[config.mk]
export PLATFORM = sky130hd
export DESIGN_NAME = board_ctrl_top
export DESIGN_NICKNAME = d
export VERILOG_FILES = /design/src/common/board_pkg.sv /design/src/logic/tick_timer.sv /design/src/logic/button_debounce.sv /design/src/power/power_fsm.sv /design/src/logic/board_ctrl_top.sv
export SDC_FILE = /design/constraint.sdc
export NUM_CORES = 1
export LEC_CHECK = 0
export ABC_CLOCK_PERIOD_IN_PS = 2680
export BUFFER_PORTS_ARGS = -buffer_cell sky130_fd_sc_hd__buf_4
export CORE_ASPECT_RATIO = 0.5
export CORE_MARGIN = 1.5
export CORE_UTILIZATION = 45
export DETAILED_ROUTE_END_ITERATION = 10
export PLACE_DENSITY = 0.66
export SLEW_MARGIN = 20
export SYNTH_ARGS = -nofsm -noshare
export SYNTH_HDL_FRONTEND = slang
export SYNTH_SLANG_ARGS = --single-unit
[constraint.sdc]
create_clock -name clk -period 2.68 [get_ports clk]
set_input_delay 0.402 -clock clk [delete_from_list [all_inputs] [get_ports clk]]
set_output_delay 0.402 -clock clk [all_outputs]
set_load 0.1 [all_outputs]
[src/common/board_pkg.sv]
// Board controller package: widths, timing constants, PMU command and power state enums.
package board_pkg;

    // Timing.
    // Core clock cycles between two real-time ticks.
    localparam int TICK_PERIOD = 16;

    // Consecutive high tick samples needed to accept a button press.
    localparam int DEBOUNCE_TICKS = 3;

    // Minimum length of every core reset pulse, in clock cycles.
    localparam int RESET_HOLD_CYCLES = 4;

    // Widths.
    // Ticks since reset, the RTC value seen by the core.
    typedef logic [31:0] tick_count_t;

    // Cycle counter inside the tick timer.
    typedef logic [7:0] tick_div_t;

    // Stability counter of the button debouncer.
    typedef logic [$clog2(DEBOUNCE_TICKS)-1:0] debounce_cnt_t;

    // Core reset hold counter.
    typedef logic [$clog2(RESET_HOLD_CYCLES)-1:0] hold_cnt_t;

    // Power management request from the core.
    // Sampled together with pmu_req while the controller is running.
    typedef enum logic {
        CMD_SHUTDOWN = 1'b0,
        CMD_RESET    = 1'b1
    } pmu_cmd_t;

    // Power FSM states.
    // ST_RESET_HOLD: core held in reset with its clock enabled.
    // ST_RUN:        core running, requests accepted.
    // ST_ACK:        request acknowledged, waiting for req to drop.
    // ST_SHDN:       core clock gated, only the button wakes it.
    typedef enum logic [1:0] {
        ST_RESET_HOLD = 2'd0,
        ST_RUN        = 2'd1,
        ST_ACK        = 2'd2,
        ST_SHDN       = 2'd3
    } power_state_t;

endpackage

[src/logic/tick_timer.sv]
// Real-time tick timer: cycle divider, tick pulse and running tick count.
module tick_timer (
    input  logic                   clk,
    input  logic                   reset,
    output logic                   tick,
    output board_pkg::tick_count_t count
);
    import board_pkg::*;

    tick_div_t div;

    // Divider wraps after TICK_PERIOD cycles.
    logic      wrap;

    assign wrap = (div == tick_div_t'(TICK_PERIOD - 1));

    always_ff @(posedge clk) begin
        if (reset) begin
            div <= '0;
        end else if (wrap) begin
            div <= '0;
        end else begin
            div <= div + 1'b1;
        end
    end

    // Tick is registered, so it lands on the 16th edge after reset.
    always_ff @(posedge clk) begin
        if (reset) begin
            tick <= 1'b0;
        end else begin
            tick <= wrap;
        end
    end

    // RTC value, advanced together with the tick.
    always_ff @(posedge clk) begin
        if (reset) begin
            count <= '0;
        end else if (wrap) begin
            count <= count + 1'b1;
        end
    end

endmodule

[src/logic/button_debounce.sv]
// Button debouncer: two-flop synchronizer, tick-sampled stability counter, press pulse.
module button_debounce (
    input  logic clk,
    input  logic reset,
    input  logic btn,
    input  logic tick,
    output logic press
);
    import board_pkg::*;

    logic          btn_meta;
    logic          btn_sync;
    debounce_cnt_t cnt;
    logic          stable;
    logic          stable_d;

    // Synchronizer for the asynchronous button.
    always_ff @(posedge clk) begin
        if (reset) begin
            btn_meta <= 1'b0;
            btn_sync <= 1'b0;
        end else begin
            btn_meta <= btn;
            btn_sync <= btn_meta;
        end
    end

    // Button only counts as held after DEBOUNCE_TICKS high samples in a row.
    always_ff @(posedge clk) begin
        if (reset) begin
            cnt    <= '0;
            stable <= 1'b0;
        end else if (tick) begin
            if (!btn_sync) begin
                cnt    <= '0;
                stable <= 1'b0;
            end else if (cnt == debounce_cnt_t'(DEBOUNCE_TICKS - 1)) begin
                stable <= 1'b1;
            end else begin
                cnt <= cnt + 1'b1;
            end
        end
    end

    // Edge detect on the stable level.
    always_ff @(posedge clk) begin
        if (reset) begin
            stable_d <= 1'b0;
        end else begin
            stable_d <= stable;
        end
    end

    assign press = stable & ~stable_d;

endmodule

[src/power/power_fsm.sv]
// Power state machine: core reset and clock enable control, PMU req/ack handshake.
module power_fsm (
    input  logic                clk,
    input  logic                reset,
    input  logic                press,
    input  logic                pmu_req,
    input  board_pkg::pmu_cmd_t pmu_cmd,
    output logic                pmu_ack,
    output logic                core_reset,
    output logic                core_clk_en
);
    import board_pkg::*;

    power_state_t state;
    pmu_cmd_t     cmd_q;
    hold_cnt_t    hold_cnt;

    // Last count value of a reset pulse.
    logic         hold_done;

    assign hold_done = (hold_cnt == hold_cnt_t'(RESET_HOLD_CYCLES - 1));

    always_ff @(posedge clk) begin
        if (reset) begin
            state       <= ST_RESET_HOLD;
            cmd_q       <= CMD_SHUTDOWN;
            hold_cnt    <= '0;
            pmu_ack     <= 1'b0;
            core_reset  <= 1'b1;
            core_clk_en <= 1'b1;
        end else if (press) begin
            // Button wins over anything the core is doing.
            state       <= ST_RESET_HOLD;
            hold_cnt    <= '0;
            pmu_ack     <= 1'b0;
            core_reset  <= 1'b1;
            core_clk_en <= 1'b1;
        end else begin
            case (state)
                ST_RESET_HOLD: begin
                    if (hold_done) begin
                        state      <= ST_RUN;
                        hold_cnt   <= '0;
                        core_reset <= 1'b0;
                    end else begin
                        hold_cnt <= hold_cnt + 1'b1;
                    end
                end

                ST_RUN: begin
                    if (pmu_req) begin
                        state    <= ST_ACK;
                        cmd_q    <= pmu_cmd;
                        hold_cnt <= '0;
                        pmu_ack  <= 1'b1;
                        if (pmu_cmd == CMD_SHUTDOWN) begin
                            core_clk_en <= 1'b0;
                        end else begin
                            core_reset <= 1'b1;
                        end
                    end
                end

                ST_ACK: begin
                    // Reset pulse keeps counting while the core holds req.
                    if (cmd_q == CMD_RESET && !hold_done) begin
                        hold_cnt <= hold_cnt + 1'b1;
                    end
                    if (!pmu_req) begin
                        pmu_ack <= 1'b0;
                        if (cmd_q == CMD_SHUTDOWN) begin
                            state <= ST_SHDN;
                        end else begin
                            // Finishes the remaining hold cycles, if any.
                            state <= ST_RESET_HOLD;
                        end
                    end
                end

                ST_SHDN: begin
                    // Requests are ignored until a button press.
                    core_clk_en <= 1'b0;
                end

                default: begin
                    state       <= ST_RESET_HOLD;
                    hold_cnt    <= '0;
                    pmu_ack     <= 1'b0;
                    core_reset  <= 1'b1;
                    core_clk_en <= 1'b1;
                end
            endcase
        end
    end

endmodule

[src/logic/board_ctrl_top.sv]
// Board controller top level: tick timer, button debouncer and power FSM.
module board_ctrl_top (
    input  logic                   clk,
    input  logic                   reset,
    input  logic                   btn,
    input  logic                   pmu_req,
    input  board_pkg::pmu_cmd_t    pmu_cmd,
    output logic                   pmu_ack,
    output logic                   core_reset,
    output logic                   core_clk_en,
    output logic                   rtc_tick,
    output board_pkg::tick_count_t rtc_count
);

    // Debounced button press, one cycle wide.
    logic press;

    // The RTC tick doubles as the debounce sample strobe.
    tick_timer tick_timer_i (
        .clk   (clk),
        .reset (reset),
        .tick  (rtc_tick),
        .count (rtc_count)
    );

    button_debounce button_debounce_i (
        .clk   (clk),
        .reset (reset),
        .btn   (btn),
        .tick  (rtc_tick),
        .press (press)
    );

    power_fsm power_fsm_i (
        .clk         (clk),
        .reset       (reset),
        .press       (press),
        .pmu_req     (pmu_req),
        .pmu_cmd     (pmu_cmd),
        .pmu_ack     (pmu_ack),
        .core_reset  (core_reset),
        .core_clk_en (core_clk_en)
    );

endmodule

Yosys cells after proc, flatten, opt, wreduce, memory -nomap -nowiden
Index checks and enable logic that the tools add are counted.

word-level totals
  output and inout port bits = 36
  latch bits = 0
  memories kept = 0
  flip-flop bits (word level) = 55
  ROM bits = 0
  RAM bits = 0
  bits of input ports = 5

operators by class
  add/subtract/negate cells = 4
  magnitude comparators = 0
  bitwise operators = 3
  reductions and logical operators = 17
  divide/modulo/power cells = 0
  shift operators = 0
  multiply operators = 0
  muxes and demuxes = 23
  equality and inequality tests = 14

operators with widths
  kind                   number
  $add 32x1->32 const B  1
  $mux 2                 9
  $ne 2x2->1 const B     6
  $pmux 2 s3             2
  $reduce_and 3->1       4
  $mux 1                 9
  $add 8x1->8 const B    1
  $eq 2x2->1 const B     4
  $eq 8x4->1 const B     1
  $reduce_and 4->1       2
  $pmux 1 s2             3
  $reduce_bool 2->1      3
  $add 2x1->2 const B    2
  $ne 2x1->1 const B     2
  $reduce_and 2->1       2
  $reduce_or 2->1        2
  $reduce_bool 3->1      1
  $eq 2x1->1 const B     1
  $logic_not 2->1        1
  $not 1->1              2
  $and 1x1->1            1
  $logic_and 1x1->1      1
  $logic_not 1->1        1

Logic depth before layout (Yosys ltp)
Gate-level depths: netlist of the first run.

  depth in word-level cells = 5
  mapped depth = 7
  depth with buffers taken out = 6

Modules after synthesis
From an unflattened synthesis of the first run, not the netlist that was laid out.

second synthesis, totals
  cells, all modules = 301
  area total of the unflattened synthesis = 2,696.3 um^2

by module, submodules not included
  module           cells each  instances  area each (um^2)
  tick_timer       217         1          1,885.6
  power_fsm        61          1          573.0
  button_debounce  23          1          237.7

Worst setup path after synthesis of the first run
No wires, ideal clock.

  path kind = reg-to-reg
  start = reg tick_timer_i.count[0]
  end = reg tick_timer_i.count[28]
  data arrival time = 2,658 ps
  cell stages (with the launch flop) = 7
  path buffers = 1
  setup time = 70 ps
  clock period less this slack = 2,729 ps
  setup slack = -49 ps
  cell sequence = dfxtp_1 -> ha_1 -> nand4_1 -> or4_4 -> buf_6 -> or4_1 -> a21oi_1

between the ends
  longest elaborated chain between the ends = 1

ends and longest elaborated chain
  item                    line              text
  start, declared         tick_timer.sv:6   output board_pkg::tick_count_t count
  start signal, assigned  tick_timer.sv:41  count <= count + 1'b1;
  $add 32x1->32           tick_timer.sv:41

Every way passes these cells.
A chain may end at the register's enable or synchronous reset.

Worst setup path in the final report of the first run
  start = reg tick_timer_i.div[5]
  end = reg tick_timer_i.count[26]

between the ends
  longest elaborated chain between the ends = 1

ends and longest elaborated chain
  item                    line              text
  start, declared         tick_timer.sv:10  tick_div_t div;
  start signal, assigned  tick_timer.sv:23  div <= div + 1'b1;
  $eq 8x4->1              tick_timer.sv:15  assign wrap = (div == tick_div_t'(TICK_PERIOD - 1));

Every way passes these cells.

==> results by group, run 1 <==
Run status
  • Status: finished, final reports clean

GRT
  • Largest net degree at the start of global routing: 53
  • Tot GR Track Use: 0.181
  • Grt ovf: 0
  • Initial antenna violation count: 0
  • Number of global-route vias before repair: 2045
  • First-pass GRT wire length: 9310 um

Route
  • DRT iter0 DRCs: ~160
  • Via density: 5.66
  • Routed len/inst: between 10 and 15 um
  • Via Count: roughly 2400
  • DRC violations left: 0
  • DRT Pass-1 Iters: 4
  • Final WL: roughly 5700 um
  • Antenna viol nets, final: 0

STA
  • Fin. Hold Viols: 0
  • Setup TNS Final: 0 ns
  • Slew margin rel.: 0.663
  • Slew @ Worst Pin: a little over 0.5 ns
  • Post-layout minimum cycle time: 2.43 ns
  • Final setup viols: 0
  • F_max: between 0.4 and 0.5 GHz
  • Final period utilization: 0.905
  • Setup Skew: 0.00225 ns
  • Final Max Slew Viols: 0
  • RSZ-0062 raised after global routing: no

Clocking
  • CTS Buffer Depth: 2
  • Clk slew on worst S/H paths: about 0.06 ns
  • Worst skew pair latency: roughly 0.29 ns
  • # hold bufs at CTS: 0
  • CTS root buffer: clkbuf_16
  • H-tree levels: 2
  • CTS tree: built
  • Total clock sinks: between 50 and 60
  • Post-CTS sizing: 0
  • Setup repair bufs after CTS: 0
  • Total CTS buffers: 5

Final layout
  • ANT cells: 0
  • Layout cell share with drive strength beyond 1: 0.184
  • Final Net Count: approximately 360
  • P&R area growth vs syn: 18.7%
  • Layout Utilization: 0.563
  • Filler cell count in the final layout: just over 500

Synthesis
  • Cells after Synth: roughly 300
  • Seq/Total Area, Yosys: 0.415
  • Post-synthesis cell area: 2650 um^2
  • Cell taking the most area after synthesis: dfxtp_1
  • Top_reg_cell synth: dfxtp_1
  • Post-synth cell types: 36
  • Syn nets: about 320
  • Yosys reg bits: 55
  • Synth warnings: 0
  • Top cells by area, synth: dfxtp_1 (42%), nor2_1 (4.4%), or4_1 (4.2%)
  • Post-synth top area share: 0.415
  • Most common cell in the netlist: dfxtp_1
  • Async SR Flop Fraction: 0
  • EDFF count, synth: 0
  • Commonest cells in the netlist: dfxtp_1 (55), nor2_1 (31), a21oi_1 (22)
  • Syn avg cell area: 8.61 um^2

Die
  • Starting Density: 0.475
  • Core area: about 5600 um^2
  • Die area: about 6400 um^2
  • Top Ports: 41
  • FP Rows: 19
  • Die Wd: about 110 um
  • DIE HEIGHT: between 50 and 60 um

Power
  • Max IR drop VDD: approximately 0.00052 V
  • Leakage: ~1.2 nW
  • Cell Pwr Density: approximately 600 nW/um^2

Critical path
  • Critical Path Fanout Max: 14
  • R2r setup slk: roughly 0.25 ns
  • Critical path capture point type: register
  • CP required: approximately 2.9 ns
  • Setup Crit Path Kind: reg -> reg
  • WP data arrival: 2.65 ns
  • Startpoint types: register

Job
  • Max-cap violations: 0

Min path
  • Type of the tightest min-delay check: in -> reg

Placed design
  • Routability Congestion: ~0.8
  • Dpl hpwl: 3970 um
  • Port bufs: 40
[registers in the layout (all words and copies together), names as in the netlist, 2 cells and up]
name / flops
button_debounce_i.cnt: 2
power_fsm_i.hold_cnt: 2
power_fsm_i.state: 2
tick_timer_i.count: 32
tick_timer_i.div: 8
[cells in the final DEF, fill, tap and decap left out, drive strengths merged, types with 5 or more instances in the layout]
master	n
a21oi	22
and3	5
buf	43
clkbuf	6
dfxtp	55
ha	8
inv	10
mux2	9
nand2	16
nand2b	5
nand3	13
nand4	13
nor2	31
nor2b	17
nor3	7
nor4	8
o21ai	9
o31ai	14
or4	16
xnor2	8
xor2	5
[worst paths after layout]
| path | from | cells after the start | endpoint |
|---|---|---|---|
| max | tick_timer_i.div[5]$_SDFF_PP0_ | 4 | tick_timer_i.count[26]$_SDFFE_PP0P_ |
| min | btn | 2 | button_debounce_i.btn_meta$_SDFF_PP0_ |
| max reg2reg | tick_timer_i.div[5]$_SDFF_PP0_ | 4 | tick_timer_i.count[26]$_SDFFE_PP0P_ |
| min reg2reg | button_debounce_i.btn_meta$_SDFF_PP0_ | 1 | button_debounce_i.btn_sync$_SDFF_PP0_ |
[per-layer routing]
layer | global-route usage | up-vias | share of wire
li1 | - | 1187 | -
met1 | 0.234 | 1116 | 0.48
met2 | 0.298 | 42 | 0.46
met3 | 0.0468 | 8 | 0.044
met4 | 0.0669 | 0 | 0.013
met5 | 0 | - | 0
[cell type report]
class	instances	area, um^2	share of cell area
inverters	10	37.5	0.0119
well taps	73	91.3	0.0290
multi-input cells	228	1450	0.460
repair buffers	43	323	0.103
clock inverters	1	5.00	0.00159
flip-flops and latches	55	1100	0.351
clock buffers	6	139	0.0441
[worst max-delay path, cell delays in order, from the launching register on]
cell,delay [ns]
dfxtp_1,0.36
or4_1,0.67
or4_4,0.63
or4_1,0.54
a21oi_1,0.15
[cells by family (layout without fill, tap and decap cells)]
kind of cell	Yosys count	after routing	share of synthesized area
mux	12	12	0.0496
xor+xnor	13	13	0.0429
compound gates	51	51	0.116
buf+inv	25	60	0.0387
simple gates	144	144	0.300
flops	55	55	0.415
fa+ha+maj	8	8	0.0378
[metrics by stage]
step	cells	area (um^2)	worst slack, ns	hold WS, ns	power [mW]
after CTS	416	3150	0.283	0.324	1.95
after detailed placement	409	3000	0.286	0.431	1.30
final	416	3150	0.253	0.323	1.92
after global routing	416	3150	0.166	0.332	2.02
after global placement	409	3000	0.364	0.418	1.29
after floorplan	308	2650	0.0923	0.414	1.23
[power breakdown]
part | switching (mW) | internal (mW)
Combinational | 0.258 | 0.133
Sequential | 0.0301 | 0.861
Clock | 0.276 | 0.365
Total | 0.564 | 1.36
No activity file was read; power rests on OpenSTA's default activity.
==> run 2: changes to the inputs <==
==> constraint.sdc (replaced) <==
create_clock -name clk -period 2.68 [get_ports clk]
set_input_delay 0 -clock clk [delete_from_list [all_inputs] [get_ports clk]]
set_output_delay 0 -clock clk [all_outputs]
set_load 0.1 [all_outputs]
==> run 2 against run 1 <==
Against the previous run: non-clock buffer count grew 2; clock skew grew 0.00080 ns; critical endpoint unchanged; flip-flop and latch count is the same; fmax grew 0.12%; critical path type unchanged.
==> results by group, run 2 (synthesis gave the netlist of run 1 again) <==
Run status
  • Status: finished, final reports clean

STA
  • Fin. Hold Viols: 0
  • Final Max Slew Viols: 0
  • Slew @ Worst Pin: approximately 0.52 ns
  • Hold slack: between 0.05 and 0.06 ns
  • Final period utilization: 0.904
  • RSZ-0062 raised after global routing: no
  • Final setup viols: 0
  • Setup TNS Final: 0 ns
  • Post-layout minimum cycle time: roughly 2.4 ns
  • Slew margin rel.: 0.653
  • Setup Skew: 0.00304 ns
  • F_max: roughly 0.41 GHz

Final layout
  • Biggest register: tick_timer_i.count
  • Layout cell share with drive strength beyond 1: 0.183
  • Layout Utilization: 0.567
  • Biggest regs: tick_timer_i.count (32), tick_timer_i.div (8)
  • Final Net Count: between 300 and 400
  • Max reg flops: 32
  • P&R area growth vs syn: 19.4%
  • Filler cell count in the final layout: approximately 520
  • Most common cell after layout, fill and taps aside: dfxtp_1
  • Most frequent cells in the layout: dfxtp_1 (53), buf_4 (43), nor2_1 (31)
  • ANT cells: 0
  • Final cell count without fillers: about 420

Route
  • DRT Pass-1 Iters: 4
  • DRC violations left: 0
  • Final WL: ~5700 um
  • Via Count: 2335
  • Via density: about 5.6
  • DRT met1 WL: 2830 um
  • DRT iter0 DRCs: 182
  • Antenna viol nets, final: 0
  • Routed len/inst: between 10 and 15 um
  • Met2 WL post-DR: around 2600 um
  • Top Metal Used: met4
  • Met3 routed WL: between 150 and 200 um

GRT
  • Tot GR Track Use: 0.181
  • Number of global-route vias before repair: 2058
  • First-pass GRT wire length: 9340 um
  • Initial antenna violation count: 0
  • Largest net degree at the start of global routing: 53
  • Grt ovf: 0

Clocking
  • Setup repair bufs after CTS: 0
  • CTS root buffer: clkbuf_16
  • Worst skew pair latency: ~0.29 ns
  • Clk slew on worst S/H paths: around 0.070 ns
  • Total clock sinks: 55
  • H-tree levels: 2
  • CTS tree: built
  • Total CTS buffers: 5
  • Post-CTS sizing: 0
  • CTS Buffer Depth: 2

Die
  • Die area: approximately 6400 um^2
  • Core area: around 5600 um^2
  • FP Rows: 19
  • Top Ports: 41
  • Starting Density: 0.475
  • Die Wd: approximately 110 um
  • DIE HEIGHT: between 50 and 60 um

Placed design
  • Routability Congestion: around 0.8
  • Placed instance count: between 400 and 500
  • Dpl hpwl: roughly 4000 um
  • Port bufs: 40

Critical path
  • Critical Path Start: tick_timer_i.div[5]$_SDFF_PP0_
  • Startpoint types: register
  • WP data arrival: 2.65 ns
  • Cells along the critical path: or4_1 -> or4_4 -> or4_1 -> a21oi_1
  • Reg-to-Reg Start: tick_timer_i.div[5]$_SDFF_PP0_
  • CP required: roughly 2.9 ns
  • Critical path capture point type: register
  • Most common cell on crit path: or4_1
  • Slowest-stage cell, CP: or4_1
  • Setup Crit Path Kind: reg -> reg
  • Max incr delay on CP: ~0.7 ns
  • Critical Path Fanout Max: 14

Power
  • Cell Pwr Density: slightly above 600 nW/um^2
  • Max IR drop VDD: 0.000717 V
  • Leakage: roughly 1.2 nW

Min path
  • Type of the tightest min-delay check: in -> reg
  • Hold path startpoint: pmu_req

Job
  • Max-cap violations: 0
[run 2: final cells by class]
cell class                 count  area, um^2  share of cell area
inverter                      10        37.5              0.0119
tap                           73        91.3              0.0288
clock inverter                 1        5.00             0.00158
multi-input combinational    228        1450               0.457
clock buffer                   6         139              0.0439
sequential                    55        1100               0.348
timing repair buffer          45         343               0.108
[run 2: final timing paths]
kind	slack, ns	end	cells past startpoint
worst max-delay path	0.26	tick_timer_i.count[26]$_SDFFE_PP0P_	4
worst min-delay path	0.05	power_fsm_i.core_reset$_SDFFE_PP1P_	3
worst max register to register	0.26	tick_timer_i.count[26]$_SDFFE_PP0P_	4
worst min register to register	0.44	button_debounce_i.btn_sync$_SDFF_PP0_	1
[run 2: per-stage QoR]
| stage | worst slack, ns | area, um^2 | power [mW] |
|---|---|---|---|
| floorplan | 0.0923 | 2650 | 1.23 |
| global placement | 0.364 | 3000 | 1.29 |
| detailed placement | 0.286 | 3000 | 1.30 |
| CTS | 0.283 | 3170 | 1.95 |
| global route | 0.166 | 3170 | 2.02 |
| finish | 0.256 | 3170 | 1.93 |
[run 2: repair_timing]
action | in CTS | in global routing
hold endpoints to repair | 2 | 0
endpoints found under the setup margin | 0 | 0
hold buffers | 2 | 0
[run 2: per-layer routing]
layer / vias to the layer above / GRT usage
met3: 8 / 0.0468
met5: - / 0
li1: 1192 / -
met2: 32 / 0.301
met4: 0 / 0.0669
met1: 1103 / 0.233
[run 2: critical path, delay by kind of cell (launching register included)]
family | cells | cell delay (ns)
compound gates | 1 | 0.15
flops | 1 | 0.36
simple gates | 3 | 1.85
[run 2: power breakdown]
group | switching, mW | internal [mW] | total (mW)
registers | 0.0294 | 0.861 | 0.891
clock network | 0.280 | 0.365 | 0.646
logic | 0.259 | 0.135 | 0.394
